--- config.mk ---
export PLATFORM = sky130hd
export DESIGN_NAME = tcdm_adapter
export DESIGN_NICKNAME = d
export VERILOG_FILES = /design/src/rtl/amo_pkg.sv /design/src/rtl/tcdm_pkg.sv /design/src/rtl/amo_alu.sv /design/src/rtl/amo_ctrl.sv /design/src/rtl/resp_buffer.sv /design/src/rtl/tcdm_adapter.sv
export VERILOG_INCLUDE_DIRS = /design/src /design/src/rtl
export SDC_FILE = /design/constraint.sdc
export NUM_CORES = 1
export LEC_CHECK = 0
export BUFFER_PORTS_ARGS = -buffer_cell sky130_fd_sc_hd__clkbuf_2
export CAP_MARGIN = 25
export CORE_UTILIZATION = 55
export DETAILED_ROUTE_END_ITERATION = 10
export GPL_ROUTABILITY_DRIVEN = 1
export PLACE_DENSITY_LB_ADDON = 0.25
export SLEW_MARGIN = 10
export SYNTH_ARGS = -nofsm -noshare
export SYNTH_HDL_FRONTEND = slang
export SYNTH_SLANG_ARGS = --single-unit
--- constraint.sdc ---
create_clock -name clk_i -period 10.7 [get_ports clk_i]
set_clock_uncertainty 0.05 [all_clocks]
set_input_delay 1.605 -clock clk_i [delete_from_list [all_inputs] [get_ports clk_i]]
set_output_delay 1.605 -clock clk_i [all_outputs]
set_load 0.1 [all_outputs]
--- src/rtl/tcdm_macros.svh ---
// bank interface widths, included by the packages and the testbench to size their types
`ifndef TCDM_MACROS_SVH
`define TCDM_MACROS_SVH

// ------------------------------------------------------------
// bank interface widths
// ------------------------------------------------------------

// word address as seen by the requester
`define TCDM_ADDR_W 32

// data word, the atomic ALU assumes 32 bits
`define TCDM_DATA_W 32

// one enable per byte of the data word
`define TCDM_BE_W (`TCDM_DATA_W / 8)

// requester metadata returned with each read response
`define TCDM_TAG_W 8

`endif

--- src/rtl/amo_pkg.sv ---
// atomic opcode and adapter state types, imported by the controller, the ALU and the testbench
`default_nettype none

`include "tcdm_macros.svh"

package amo_pkg;

  // width of the shared adder, one extra bit for the compare sign
  localparam int unsigned alu_width = `TCDM_DATA_W + 1;

  // ------------------------------------------------------------
  // atomic opcodes
  // ------------------------------------------------------------
  // codes above amo_minu are handled as plain loads and stores
  typedef enum logic [3:0] {
    amo_none = 4'h0,
    amo_swap = 4'h1,
    amo_add  = 4'h2,
    amo_and  = 4'h3,
    amo_or   = 4'h4,
    amo_xor  = 4'h5,
    amo_max  = 4'h6,
    amo_maxu = 4'h7,
    amo_min  = 4'h8,
    amo_minu = 4'h9
  } amo_op_e;

  // read-modify-write sequencing
  typedef enum logic [1:0] {
    idle       = 2'd0,
    do_amo     = 2'd1,
    write_back = 2'd2
  } amo_state_e;

endpackage

`default_nettype wire

--- src/rtl/tcdm_pkg.sv ---
// bank interface types shared by the adapter modules and the testbench
`default_nettype none

`include "tcdm_macros.svh"

package tcdm_pkg;

  // word address
  typedef logic [`TCDM_ADDR_W-1:0] addr_t;

  // data word
  typedef logic [`TCDM_DATA_W-1:0] data_t;

  // byte enables
  typedef logic [`TCDM_BE_W-1:0] be_t;

  // requester metadata, passed back unchanged
  typedef logic [`TCDM_TAG_W-1:0] tag_t;

endpackage

`default_nettype wire

--- src/rtl/amo_alu.sv ---
// combinational atomic ALU, combines the old memory word with the captured operand
`timescale 1ns/100ps
`default_nettype none

module amo_alu (
  input  amo_pkg::amo_op_e amo_op_i,
  input  tcdm_pkg::data_t  mem_i,
  input  tcdm_pkg::data_t  operand_i,
  output tcdm_pkg::data_t  result_o
);

  import tcdm_pkg::*;
  import amo_pkg::*;

  logic [alu_width-1:0] op_a;
  logic [alu_width-1:0] op_b;
  logic [alu_width-1:0] sum;
  logic                 sub;
  logic                 is_signed;
  logic                 mem_lt;

  // ------------------------------------------------------------
  // shared adder
  // ------------------------------------------------------------
  assign is_signed = amo_op_i inside {amo_max, amo_min};
  assign sub       = amo_op_i inside {amo_max, amo_maxu, amo_min, amo_minu};

  // sign or zero extension so one extra bit holds the compare result
  assign op_a = is_signed ? {mem_i[$high(mem_i)], mem_i} : {1'b0, mem_i};
  assign op_b = is_signed ? {operand_i[$high(operand_i)], operand_i} : {1'b0, operand_i};

  // two's complement subtract when comparing
  assign sum = op_a + (sub ? ~op_b : op_b) + {{(alu_width - 1){1'b0}}, sub};

  // mem - operand negative means mem is the smaller one
  assign mem_lt = sum[alu_width-1];

  // ------------------------------------------------------------
  // result select
  // ------------------------------------------------------------
  always_comb begin
    case (amo_op_i)
      amo_swap: result_o = operand_i;
      amo_add:  result_o = sum[alu_width-2:0];
      amo_and:  result_o = mem_i & operand_i;
      amo_or:   result_o = mem_i | operand_i;
      amo_xor:  result_o = mem_i ^ operand_i;
      amo_max,
      amo_maxu: result_o = mem_lt ? operand_i : mem_i;
      amo_min,
      amo_minu: result_o = mem_lt ? mem_i : operand_i;
      // not an atomic, leave the word as it was
      default:  result_o = mem_i;
    endcase
  end

endmodule

`default_nettype wire

--- src/rtl/amo_ctrl.sv ---
// request controller of the bank adapter, forwards requests and sequences atomic write-backs
`timescale 1ns/100ps
`default_nettype none

module amo_ctrl #(
  parameter bit register_amo = 1'b0
) (
  input  wire                  clk_i,
  input  wire                  rst_ni,
  input  wire                  in_valid_i,
  input  tcdm_pkg::addr_t      in_addr_i,
  input  amo_pkg::amo_op_e     in_amo_i,
  input  wire                  in_write_i,
  input  tcdm_pkg::data_t      in_wdata_i,
  input  tcdm_pkg::be_t        in_be_i,
  input  wire                  resp_stall_i,
  input  tcdm_pkg::data_t      amo_result_i,
  output logic                 in_ready_o,
  output logic                 out_req_o,
  output tcdm_pkg::addr_t      out_addr_o,
  output logic                 out_write_o,
  output tcdm_pkg::data_t      out_wdata_o,
  output tcdm_pkg::be_t        out_be_o,
  output logic                 push_tag_o,
  output logic                 push_data_o,
  output amo_pkg::amo_op_e     amo_op_o,
  output tcdm_pkg::data_t      amo_operand_o
);

  import tcdm_pkg::*;
  import amo_pkg::*;

  amo_state_e state_q, state_d;
  logic       accept;
  logic       is_amo;
  logic       capture;
  logic       push_data_q;
  amo_op_e    amo_op_q;
  addr_t      addr_q;
  data_t      operand_q;
  data_t      result_q;
  data_t      wb_data;

  // ------------------------------------------------------------
  // acceptance
  // ------------------------------------------------------------
  // no new request while a response is stuck or an atomic owns the bank
  assign in_ready_o = (state_q == idle) && !resp_stall_i;
  assign accept     = in_valid_i && in_ready_o;
  assign is_amo     = in_amo_i inside {[amo_swap:amo_minu]};
  assign capture    = accept && is_amo;

  // loads and atomics return the old word
  assign push_tag_o  = accept && (is_amo || !in_write_i);
  assign push_data_o = push_data_q;

  assign amo_op_o      = amo_op_q;
  assign amo_operand_o = operand_q;

  assign wb_data = register_amo ? result_q : amo_result_i;

  // ------------------------------------------------------------
  // SRAM request mux and atomic FSM
  // ------------------------------------------------------------
  always_comb begin
    state_d     = state_q;
    out_req_o   = 1'b1;
    out_write_o = 1'b1;
    out_addr_o  = addr_q;
    out_wdata_o = wb_data;
    out_be_o    = '1;
    case (state_q)
      idle: begin
        // atomics start with a plain read of the old word
        out_req_o   = accept;
        out_write_o = accept && in_write_i && !is_amo;
        out_addr_o  = in_addr_i;
        out_wdata_o = in_wdata_i;
        out_be_o    = in_be_i;
        if (capture) begin
          state_d = do_amo;
        end
      end
      do_amo: begin
        if (register_amo) begin
          // result is only registered here, the bank stays quiet
          out_req_o   = 1'b0;
          out_write_o = 1'b0;
          state_d     = write_back;
        end else begin
          state_d = idle;
        end
      end
      write_back: begin
        state_d = idle;
      end
      default: begin
        state_d = idle;
      end
    endcase
  end

  always_ff @(posedge clk_i or negedge rst_ni) begin
    if (!rst_ni) begin
      state_q     <= idle;
      push_data_q <= 1'b0;
    end else begin
      state_q     <= state_d;
      // read data shows up one cycle after any read request
      push_data_q <= out_req_o && !out_write_o;
    end
  end

  // atomic operands and optional result slice
  always_ff @(posedge clk_i) begin
    if (capture) begin
      amo_op_q  <= in_amo_i;
      addr_q    <= in_addr_i;
      operand_q <= in_wdata_i;
    end
    if (state_q == do_amo) begin
      result_q <= amo_result_i;
    end
  end

endmodule

`default_nettype wire

--- src/rtl/resp_buffer.sv ---
// response buffer of the bank adapter, pairs tags with read data and holds them under back-pressure
`timescale 1ns/100ps
`default_nettype none

module resp_buffer (
  input  wire             clk_i,
  input  wire             rst_ni,
  input  wire             push_tag_i,
  input  tcdm_pkg::tag_t  tag_i,
  input  wire             push_data_i,
  input  tcdm_pkg::data_t rdata_i,
  input  wire             in_ready_i,
  output logic            in_valid_o,
  output tcdm_pkg::tag_t  in_tag_o,
  output tcdm_pkg::data_t in_rdata_o,
  output logic            resp_stall_o
);

  import tcdm_pkg::*;

  tag_t       tag_mem [2];
  logic       tag_wr_q;
  logic       tag_rd_q;
  logic [1:0] tag_cnt_q;
  logic       tag_valid;
  logic       data_full_q;
  data_t      data_q;
  logic       data_valid;
  logic       pop;

  // ------------------------------------------------------------
  // response handshake
  // ------------------------------------------------------------
  // read data always arrives after its tag
  assign in_valid_o   = tag_valid && data_valid;
  assign pop          = in_valid_o && in_ready_i;
  assign resp_stall_o = in_valid_o && !in_ready_i;

  // ------------------------------------------------------------
  // tag buffer, two entries
  // ------------------------------------------------------------
  assign tag_valid = (tag_cnt_q != 2'd0);
  assign in_tag_o  = tag_mem[tag_rd_q];

  always_ff @(posedge clk_i or negedge rst_ni) begin
    if (!rst_ni) begin
      tag_wr_q  <= 1'b0;
      tag_rd_q  <= 1'b0;
      tag_cnt_q <= 2'd0;
    end else begin
      if (push_tag_i) begin
        tag_wr_q <= !tag_wr_q;
      end
      if (pop) begin
        tag_rd_q <= !tag_rd_q;
      end
      if (push_tag_i && !pop) begin
        tag_cnt_q <= tag_cnt_q + 2'd1;
      end else if (pop && !push_tag_i) begin
        tag_cnt_q <= tag_cnt_q - 2'd1;
      end
    end
  end

  always_ff @(posedge clk_i) begin
    if (push_tag_i) begin
      tag_mem[tag_wr_q] <= tag_i;
    end
  end

  // ------------------------------------------------------------
  // read data, one entry with fall-through
  // ------------------------------------------------------------
  assign data_valid = data_full_q || push_data_i;
  assign in_rdata_o = data_full_q ? data_q : rdata_i;

  always_ff @(posedge clk_i or negedge rst_ni) begin
    if (!rst_ni) begin
      data_full_q <= 1'b0;
    end else if (pop) begin
      data_full_q <= data_full_q && push_data_i;
    end else begin
      data_full_q <= data_full_q || push_data_i;
    end
  end

  // keep the word unless it went straight out
  always_ff @(posedge clk_i) begin
    if (push_data_i && !(pop && !data_full_q)) begin
      data_q <= rdata_i;
    end
  end

endmodule

`default_nettype wire

--- src/rtl/tcdm_adapter.sv ---
// bank adapter top level, place in front of a single-port SRAM that it owns exclusively
`timescale 1ns/100ps
`default_nettype none

module tcdm_adapter #(
  parameter bit register_amo = 1'b0
) (
  input  wire              clk_i,
  input  wire              rst_ni,
  // requester side
  input  wire              in_valid_i,
  output logic             in_ready_o,
  input  tcdm_pkg::addr_t  in_addr_i,
  input  amo_pkg::amo_op_e in_amo_i,
  input  wire              in_write_i,
  input  tcdm_pkg::data_t  in_wdata_i,
  input  tcdm_pkg::be_t    in_be_i,
  input  tcdm_pkg::tag_t   in_tag_i,
  output logic             in_valid_o,
  input  wire              in_ready_i,
  output tcdm_pkg::data_t  in_rdata_o,
  output tcdm_pkg::tag_t   in_tag_o,
  // SRAM side
  output logic             out_req_o,
  output tcdm_pkg::addr_t  out_addr_o,
  output logic             out_write_o,
  output tcdm_pkg::data_t  out_wdata_o,
  output tcdm_pkg::be_t    out_be_o,
  input  tcdm_pkg::data_t  out_rdata_i
);

  import tcdm_pkg::*;
  import amo_pkg::*;

  logic    push_tag;
  logic    push_data;
  logic    resp_stall;
  amo_op_e amo_op;
  data_t   amo_operand;
  data_t   amo_result;

  amo_ctrl #(
    .register_amo(register_amo)
  ) u_ctrl (
    .clk_i        (clk_i),
    .rst_ni       (rst_ni),
    .in_valid_i   (in_valid_i),
    .in_addr_i    (in_addr_i),
    .in_amo_i     (in_amo_i),
    .in_write_i   (in_write_i),
    .in_wdata_i   (in_wdata_i),
    .in_be_i      (in_be_i),
    .resp_stall_i (resp_stall),
    .amo_result_i (amo_result),
    .in_ready_o   (in_ready_o),
    .out_req_o    (out_req_o),
    .out_addr_o   (out_addr_o),
    .out_write_o  (out_write_o),
    .out_wdata_o  (out_wdata_o),
    .out_be_o     (out_be_o),
    .push_tag_o   (push_tag),
    .push_data_o  (push_data),
    .amo_op_o     (amo_op),
    .amo_operand_o(amo_operand)
  );

  // old word comes straight from the SRAM in the do_amo cycle
  amo_alu u_alu (
    .amo_op_i (amo_op),
    .mem_i    (out_rdata_i),
    .operand_i(amo_operand),
    .result_o (amo_result)
  );

  resp_buffer u_resp (
    .clk_i       (clk_i),
    .rst_ni      (rst_ni),
    .push_tag_i  (push_tag),
    .tag_i       (in_tag_i),
    .push_data_i (push_data),
    .rdata_i     (out_rdata_i),
    .in_ready_i  (in_ready_i),
    .in_valid_o  (in_valid_o),
    .in_tag_o    (in_tag_o),
    .in_rdata_o  (in_rdata_o),
    .resp_stall_o(resp_stall)
  );

endmodule

`default_nettype wire

==> results of run 1 <==
## routing by layer
layer | global-route usage [%] | vias to the layer above | wire length [µm]
li1 | - | 4029 | -
met2 | 50.2 | 358 | 12700
met4 | 10.0 | 0 | 507
met1 | 36.4 | 3959 | 10800
met3 | 7.11 | 49 | 1950
met5 | 0 | - | 0
## sequential cells by signal, summed over array words and instances (netlist names)
name                  count
u_ctrl.addr_q            32
u_ctrl.amo_op_o           4
u_ctrl.amo_operand_o     32
u_ctrl.push_data_o        1
u_ctrl.state_q            1
u_resp.data_full_q        1
u_resp.data_q            32
u_resp.tag_cnt_q          2
u_resp.tag_mem           16
u_resp.tag_rd_q           1
u_resp.tag_wr_q           1
## cells by family after synthesis
logic type / Yosys count / share of synthesized area (%)
mux: 43 / 5.01
xor+xnor: 62 / 5.74
fa+ha+maj: 99 / 13.0
buf+inv: 123 / 5.23
compound gates: 283 / 21.2
flops: 123 / 38.2
simple gates: 242 / 11.7
## power groups by stage
stage,registers (µW),logic [µW],clock network (µW)
floorplan,647,1460,0
global placement,704,1670,0
detailed placement,706,1690,0
CTS,697,1700,588
global route,691,1820,604
finish,680,1730,578
## synthesized netlist by cell type, types with 3 or more instances
| cell | number | area share [%] |
|---|---|---|
| buf_6 | 3 | 0.35 |
| o2111ai_1 | 12 | 1.1 |
| o22ai_1 | 5 | 0.33 |
| buf_4 | 3 | 0.23 |
| nor3_1 | 18 | 0.94 |
| or3_1 | 8 | 0.52 |
| buf_1 | 6 | 0.23 |
| a22oi_1 | 14 | 1.1 |
| xnor2_1 | 46 | 4.2 |
| a21oi_1 | 45 | 2.3 |
| o31ai_1 | 7 | 0.55 |
| a221oi_2 | 8 | 1.3 |
| nor2_1 | 62 | 2.4 |
| ha_1 | 97 | 13 |
| o21ai_1 | 4 | 0.21 |
| nand2_1 | 98 | 3.8 |
| nand4_1 | 4 | 0.26 |
| nand2b_1 | 8 | 0.52 |
| mux2i_1 | 3 | 0.31 |
| a31oi_1 | 9 | 0.59 |
| and3_1 | 5 | 0.33 |
| o21ai_0 | 63 | 3.3 |
| xor2_1 | 15 | 1.4 |
| o21a_1 | 3 | 0.23 |
| a221o_1 | 4 | 0.42 |
| dfrtp_1 | 7 | 1.8 |
| inv_1 | 71 | 2.8 |
| o2bb2ai_1 | 3 | 0.27 |
| nand3_1 | 9 | 0.47 |
| clkbuf_1 | 34 | 1.3 |
| mux2_2 | 40 | 4.7 |
| a221oi_1 | 22 | 2.0 |
| o211ai_1 | 21 | 1.6 |
| buf_2 | 5 | 0.26 |
| or2_2 | 7 | 0.46 |
| edfxtp_1 | 116 | 36 |
| nor2b_1 | 5 | 0.33 |
| a21o_1 | 19 | 1.5 |
| a211oi_1 | 9 | 0.70 |
| o211a_1 | 3 | 0.31 |
## through the flow
step           util (%)  cell area [µm²]  instances  hold slack [ns]
6_report           68.3            11500       1412            0.439
4_1_cts            68.1            11500       1411            0.445
5_1_grt            68.3            11500       1412            0.455
2_1_floorplan         -             9590        975            0.392
3_3_place_gp       64.6            10900       1379            0.409
3_5_place_dp       64.6            10900       1379            0.431
## worst max-delay path: cells and delay by family (launching register included)
family / cells / cell delay (ns)
AO/OA/AOI/OAI: 7 / 1.62
flip-flops: 1 / 0.53
adder cells (fa/ha/maj): 1 / 0.42
multiplexers: 1 / 0.77
buffers and inverters: 2 / 0.98
XOR/XNOR: 2 / 0.42
AND/OR/NAND/NOR: 2 / 0.56
## worst min path at each step
stage / startpoint / end / slack (ns) / cells after the start
finish: u_resp.tag_cnt_q[1] / u_resp.tag_cnt_q[1] / 0.44 / 1
global route: u_resp.tag_wr_q / u_resp.tag_wr_q / 0.46 / 1
CTS: u_resp.tag_wr_q / u_resp.tag_wr_q / 0.45 / 1
detailed placement: u_resp.tag_cnt_q[1] / u_resp.tag_cnt_q[1] / 0.43 / 1
global placement: u_resp.tag_cnt_q[1] / u_resp.tag_cnt_q[1] / 0.41 / 1
floorplan: u_resp.tag_cnt_q[1] / u_resp.tag_cnt_q[1] / 0.39 / 1
## final cells by class
class,count,share of cell area [%]
Multi-Input combinational cell,729,47.5
Clock inverter,15,1.50
Tap cell,220,2.40
Clock buffer,17,3.70
Inverter,72,2.35
Sequential cell,123,31.9
Timing Repair Buffer,236,10.6
==> results.yml, run 1 <==
worst_hold_path:
  min_path_type: "reg -> reg"
yosys:
  synth_nets: 1190
  yosys_warnings: 0
  synth_edf_count: 116
  ys_types: 83
  netlist_instances: 975
  synth-main-ff-cell: "edfxtp_1"
  yosys_register_bits: 123
  avgSynthCellArea_um2: 9.83
  synthesis.area_um2: 9590
  yosysSeqAreaShare_pct: 38.2
  synth_async_sr_flop_share_pct: 5.69
power:
  ir_drop_mv: 0.204
  p_sw_uw: 1690
  seqPwrFrac_pct: 22.8
  p_leak_uw: 0.00503
  total_power_uw: 2980
  powerDensity_nw_per_um2: 260
  pwr-share-comb_pct: 57.8
  clockPowerShare_pct: 19.4
  p_int_uw: 1300
  sw_frac_of_total_pct: 56.6
placed_design:
  place_congestion: 0.919
  dp_hpwl_um: 18000
  pre_cts_ws_ns: 3.46
  place.port_buffers: 228
timing:
  maxSlewViolCount: 0
  slew_headroom_pct: 26.4
  fin_crit_ns: 7.39
  setup_viol: 0
  period_share_pct: 69.1
  fmax_mhz: 135
  hold_viol: 0
  worst_pin_slew_ns: 1.10
  rsz0062_at_grt: "no"
  tns_ns: 0
  setup_ws_ns: 3.31
critical_path:
  r2r_start: "u_resp.data_full_q"
  crit_end: "out_wdata_o[10]"
  crit_type: "reg -> out"
  critical_path_required_ns: 9.05
  worstPathArrival_ns: 5.73
  path_cells: "and3b_1, nor2_4, buf_4, xnor2_1, ha_1, a21oi_1, a31oi_2, o21ai_2, a311o_4, o21a_4, xnor2_2, mux2i_1, a221oi_1, o2bb2ai_1, clkbuf_2"
  r2r_slack_ns: 7.66
  crit_start: "u_ctrl.amo_op_o[1]"
  crit_fanout: 30
  slowest_delay_ns: 0.77
  crit_slowest_cell: "mux2i_1"
  rr_worst_depth: 4
  cp-end-kind: "primary output"
  r2r_end: "u_ctrl.amo_operand_o[23]"
  setup.worst_path.start_class: "flop"
route:
  dr.first_iter.drc_count: 640
  firstDrtPassIters: 5
  via_per_inst: 5.95
  avgRoutedWirePerCell_um: 18.4
  ant_nets: 0
  vias: 8395
  drc: 0
  wl_um: 26000
floorplan:
  fp.coreArea_um2: 16800
  dieArea_um2: 18000
  row_count: 47
  die_w_um: 134
  start_util_pct: 57.0
  die-height_um: 134
  ios: 229
finish:
  area_delta_synth_final_pct: 19.8
  final_layout_size_suffix_gt1_share_pct: 29.4
  final_nets: 1394
  multi_input_area_um2: 5460
  antenna_cells: 0
  seq_area_um2: 3660
  fill_cells: 1366
  mostFrequentLayoutCells: "228 x clkbuf_2, 116 x edfxtp_1, 98 x nand2_1, 97 x ha_1, 71 x inv_1"
  mostFrequentLayoutCell: "clkbuf_2"
outcome:
  status: "completed"
clock_tree:
  cts_resized: 0
  postCtsSetupRepairBufs: 0
  htreeDepth: 4
  root_buffer: "clkbuf_16"
  clock_latency_ns: 0.43
  cts_sinks: 123
  ctsHoldBuffers: 0
  clk_path_buf_depth: 2
  clkSlewWorstSetupHoldPaths_ns: 0.06
  cts_tree: "built"
  cts_buffers: 17
job:
  maxCapViolations: 0
global_route:
  overflow: 0
  grt_pass1_wl_um: 41500
  track_usage_pct: 29.4
  grt_max_degree: 68
  grt_pass1_vias: 8224
  antenna_found_initial: 0
(Power assumes the default switching activity.)
==> inputs of run 2 (changes only) <==
- clock period: 10.7 -> 6.99 ns (I/O delays scaled with it)
==> run 2 against run 1 <==
Compared with the run above: hold slack lost 0.052 ns; combinational power increased by 53%; cell area grew 0.26%; register-to-register slack worse by 3.6 ns; clock power increased by 54%; non-clock buffer count is 3 higher; wire length fell by 1.2%; total power increased by 53%; cell count increased by 0.21%; critical path depth unchanged; global-route usage decreased by 0.62 points; critical path type unchanged; critical endpoint unchanged; largest cell class unchanged.
==> results.yml, run 2 (same netlist as run 1, synthesis figures left out) <==
route:
  via_per_inst: 5.90
  vias: 8350
  firstDrtPassIters: 5
  wl_um: 25700
  drc: 0
  dr.first_iter.drc_count: 559
  ant_nets: 0
  avgRoutedWirePerCell_um: 18.1
clock_tree:
  root_buffer: "clkbuf_16"
  htreeDepth: 4
  clock_latency_ns: 0.43
  clk_path_buf_depth: 2
  cts_buffers: 17
  clkSlewWorstSetupHoldPaths_ns: 0.07
  cts_tree: "built"
  cts_sinks: 123
placed_design:
  place_area_um2: 10900
  place_congestion: 0.901
  dp_hpwl_um: 17800
  place.port_buffers: 228
worst_hold_path:
  min_path_type: "in -> async"
global_route:
  track_usage_pct: 28.8
  grt_pass1_wl_um: 40400
  overflow: 0
  grt_max_degree: 69
  antenna_found_initial: 0
  grt_pass1_vias: 8177
timing:
  hold_viol: 0
  worst_pin_slew_ns: 0.988
  setup_viol: 0
  fmax_mhz: 151
  fin_crit_ns: 6.62
  slew_headroom_pct: 34.1
  rsz0062_at_grt: "no"
  tns_ns: 0
  period_share_pct: 94.7
  maxSlewViolCount: 0
power:
  ir_drop_mv: 0.365
  p_leak_uw: 0.00505
  powerDensity_nw_per_um2: 398
critical_path:
  slowest_delay_ns: 0.62
  crit_slowest_cell: "mux2i_2"
  path_cells: "and3b_1, nor2_4, buf_12, xnor2_1, ha_1, and3_1, a221oi_1, a221oi_1, a22oi_2, o21a_4, xnor2_2, mux2i_2, a221oi_1, o2bb2ai_1, clkbuf_2"
  setup.worst_path.start_class: "flop"
  crit_top_cell: "a221oi_1"
  critical_path_required_ns: 5.89
  cp-end-kind: "primary output"
  crit_type: "reg -> out"
  worstPathArrival_ns: 5.52
  crit_fanout: 20
floorplan:
  dieArea_um2: 18000
  fp.coreArea_um2: 16800
  ios: 229
  start_util_pct: 57.0
  row_count: 47
  die_w_um: 134
  die-height_um: 134
finish:
  antenna_cells: 0
  final_nets: 1397
  final_layout_size_suffix_gt1_share_pct: 29.6
  fin_area_um2: 11500
  area_delta_synth_final_pct: 20.1
  mostFrequentLayoutCell: "clkbuf_2"
  fill_cells: 1342
  mostFrequentLayoutCells: "228 x clkbuf_2, 116 x edfxtp_1, 98 x nand2_1, 97 x ha_1, 71 x inv_1"
outcome:
  status: "completed"
job:
  maxCapViolations: 0
run 2: final cells by class:
cell class	count	area, µm²	share of cell area [%]
Clock buffer	17	425	3.69
Inverter	72	270	2.35
Clock inverter	15	164	1.42
Tap cell	220	275	2.39
Sequential cell	123	3660	31.8
Timing Repair Buffer	239	1260	10.9
Multi-Input combinational cell	729	5460	47.4
run 2: stage by stage:
step / utilization (%) / setup WS, ns / power [µW] / std cells / hold WS [ns]
floorplan: - / 0.0193 / 3230 / 975 / 0.392
global placement: 64.7 / 0.791 / 3640 / 1381 / 0.410
detailed placement: 64.7 / 0.652 / 3670 / 1381 / 0.412
CTS: 68.2 / 0.181 / 4570 / 1413 / 0.378
global route: 68.5 / 0.0146 / 4760 / 1415 / 0.382
finish: 68.5 / 0.367 / 4580 / 1415 / 0.387
run 2: metal layers:
layer  track usage, %  routed length [µm]  vias up
met5                0                   0        -
met4             10.2                 449        0
met3             6.65                2030       38
met2             48.4               12200      358
met1             36.4               11000     3905
li1                 -                   -     4049
run 2: where the power goes:
group	switching [µW]	internal, µW	leakage [µW]
clock network	410	481	0.000286
registers	103	936	0.00116
logic	2080	572	0.00360
total	2590	1990	0.00505
run 2: worst paths after layout:
path / cells past startpoint / slack [ns] / end / startpoint
min in group clk_i: 1 / 0.42 / u_resp.tag_cnt_q[1] / u_resp.tag_cnt_q[1]
hold reg to reg: 1 / 0.42 / u_resp.tag_cnt_q[1] / u_resp.tag_cnt_q[1]
hold / removal: 1 / 0.39 / u_resp.tag_wr_q / rst_ni
setup reg to reg: 5 / 4.07 / u_resp.tag_mem[0][6] / u_ctrl.state_q[0]
setup / recovery: 15 / 0.37 / out_wdata_o[10] / u_ctrl.amo_op_o[1]
max in group asynchronous: 1 / 6.31 / u_resp.data_full_q / rst_ni
run 2: timing repair:
action / in CTS / in global routing
hold buffers: 0 / 0
endpoints found under the hold margin: 0 / 0
endpoints found under the setup margin: 0 / 6
gates resized for setup: 0 / 1
buffers inserted: 0 / 0
run 2: critical path: cells and delay by family, from the launching register on:
kind | cells | cell delay (ns)
compound gates | 6 | 1.49
xor+xnor | 2 | 0.33
fa+ha+maj | 1 | 0.31
buf+inv | 2 | 0.74
flops | 1 | 0.54
mux | 1 | 0.62
simple gates | 3 | 1.04
==> inputs of run 3 (changes only) <==
- ABC_CLOCK_PERIOD_IN_PS: not set -> 6990
- RECOVER_POWER: not set -> 50
==> run 3 against run 2 <==
Compared with the run above: the flow now finishes with violations (capacitance limit, slew limit); sequential share of layout area rose by 0.32 points; maximum frequency rose by 0.75%; hold slack improved by 0.033 ns; die area did not move; sequential power barely moved; non-clock buffer count did not move; cell area fell by 1.1%; cell count did not move; combinational power barely moved; register-to-register slack got worse by 0.56 ns; first-iteration DRC count fell by 4.8%; largest cell class unchanged; largest power group unchanged.
==> results.yml, run 3 (same netlist as run 1, synthesis figures left out) <==
outcome:
  status: "finished, violations left"
  violations: "capacitance limit, slew limit"
finish:
  fill_cells: 1395
  final_layout_size_suffix_gt1_share_pct: 21.7
  seq_area_um2: 3660
  area_delta_synth_final_pct: 18.8
  final_nets: 1397
  mostFrequentLayoutCells: "136 x clkbuf_2, 116 x edfxtp_1, 98 x nand2_1, 97 x ha_1, 93 x clkbuf_1"
  mostFrequentLayoutCell: "clkbuf_2"
  antenna_cells: 0
  fin_area_um2: 11400
  multi_input_area_um2: 5460
timing:
  tns_ns: 0
  setup_viol: 0
  rsz0062_at_grt: "no"
  setup_ws_ns: 0.417
  maxSlewViolCount: 33
  period_share_pct: 94.0
  fin_crit_ns: 6.57
  slew_headroom_pct: -47.8
  worst_pin_slew_ns: 2.22
  fmax_mhz: 152
  hold_viol: 0
job:
  maxCapViolations: 1
clock_tree:
  ctsHoldBuffers: 0
  clock_latency_ns: 0.43
  cts_tree: "built"
  htreeDepth: 4
  cts_sinks: 123
  cts_buffers: 17
  clkSlewWorstSetupHoldPaths_ns: 0.07
  root_buffer: "clkbuf_16"
  clk_path_buf_depth: 2
route:
  dr_wl_met3_um: 2060
  via_per_inst: 5.93
  dr.first_iter.drc_count: 532
  wl_met1_um: 11100
  vias: 8387
  top_layer: "met4"
  wl_um: 25700
  firstDrtPassIters: 5
  wl_met2_um: 12100
  ant_nets: 0
  avgRoutedWirePerCell_um: 18.2
  drc: 0
critical_path:
  r2r_slack_ns: 3.51
  r2r_end: "u_resp.data_q[18]"
  rr_worst_depth: 4
  crit_end: "out_wdata_o[20]"
  crit_type: "reg -> out"
  crit_cells: 16
  crit_start: "u_ctrl.amo_op_o[1]"
  slowest_delay_ns: 0.53
  crit_top_cell: "a221oi_1"
  crit_fanout: 20
  crit_slowest_cell: "edfxtp_1"
  crit_family: "compound AO/OA/AOI/OAI gates"
  r2r_start: "u_resp.data_full_q"
  path_buf_inv: 3
  path_cells: "and3b_1, nor2_4, buf_12, xnor2_1, ha_1, a21o_1, a221oi_1, a221oi_1, a22oi_2, o21a_4, a21oi_2, nor2_2, buf_4, a211oi_1, nor3_1, clkbuf_2"
  critical_path_required_ns: 5.89
  cp-end-kind: "primary output"
  setup.worst_path.start_class: "flop"
  worstPathArrival_ns: 5.47
placed_design:
  place.port_buffers: 228
  place_congestion: 0.901
  pre_cts_ws_ns: 0.652
  dp_hpwl_um: 17800
  place_area_um2: 10900
floorplan:
  die_w_um: 134
  fp.coreArea_um2: 16800
  dieArea_um2: 18000
  die-height_um: 134
  ios: 229
  start_util_pct: 57.0
  row_count: 47
global_route:
  grt_pass1_vias: 8177
  track_usage_pct: 28.8
  grt_pass1_wl_um: 40400
  antenna_found_initial: 0
  grt_max_degree: 69
  overflow: 0
power:
  p_leak_uw: 0.00477
  ir_drop_mv: 0.361
  powerDensity_nw_per_um2: 401
worst_hold_path:
  min_path_type: "reg -> reg"
## run 3: changes by cell type in the layout (fill, tap and decap cells not counted)
| cell | delta |
|---|---|
| clkbuf_1 | +93 |
| clkbuf_2 | -92 |
| dfrtp_1 | +2 |
| dfrtp_2 | -2 |
| and2_0 | +1 |
| and2_1 | -1 |
| buf_4 | -1 |
## run 3: worst register-to-register path, cell delays in order, from the launching register on
cell and delay, ns:
dfrtp_1 0.74, o22a_1 0.37, nand2_1 0.16, o21a_1 0.13
clkbuf_1 1.58
## run 3: where the power goes
part | internal (µW) | switching, µW
logic | 560 | 2070
clock network | 481 | 409
registers | 938 | 104
## run 3: through the flow
stage	hold slack, ns	cells	total power, µW	util [%]
finish	0.420	1415	4570	67.7
detailed placement	0.412	1381	3670	64.7
CTS	0.378	1413	4570	68.2
global route	0.443	1415	4750	67.7
global placement	0.410	1381	3640	64.7
floorplan	0.392	975	3230	-
## run 3: cell type report
type | instances | area share (%)
Timing Repair Buffer | 239 | 10.0
Clock inverter | 15 | 1.44
Inverter | 72 | 2.37
Sequential cell | 123 | 32.1
Multi-Input combinational cell | 729 | 47.9
Tap cell | 220 | 2.42
Clock buffer | 17 | 3.73
## run 3: routing by layer
metal  vias up  GRT usage (%)
met5         -              0
met4         0           10.2
met3        42           6.65
met2       372           48.4
met1      3925           36.4
li1       4048              -
## run 3: worst min-delay path by stage
stage / startpoint / endpoint / slack, ns / cells past startpoint
2_1_floorplan: u_resp.tag_cnt_q[1] / u_resp.tag_cnt_q[1] / 0.39 / 1
3_3_place_gp: u_resp.tag_cnt_q[1] / u_resp.tag_cnt_q[1] / 0.41 / 1
3_5_place_dp: u_resp.tag_cnt_q[1] / u_resp.tag_cnt_q[1] / 0.41 / 1
4_1_cts: rst_ni / u_resp.tag_wr_q / 0.38 / 1
5_1_grt: u_resp.tag_cnt_q[1] / u_resp.tag_cnt_q[1] / 0.44 / 1
6_report: u_resp.tag_cnt_q[1] / u_resp.tag_cnt_q[1] / 0.42 / 1
## run 3: repair_timing
| action | in CTS | in global routing |
|---|---|---|
| resized for setup | 0 | 1 |
| endpoints found under the setup margin | 0 | 6 |
| setup buffers | 0 | 0 |
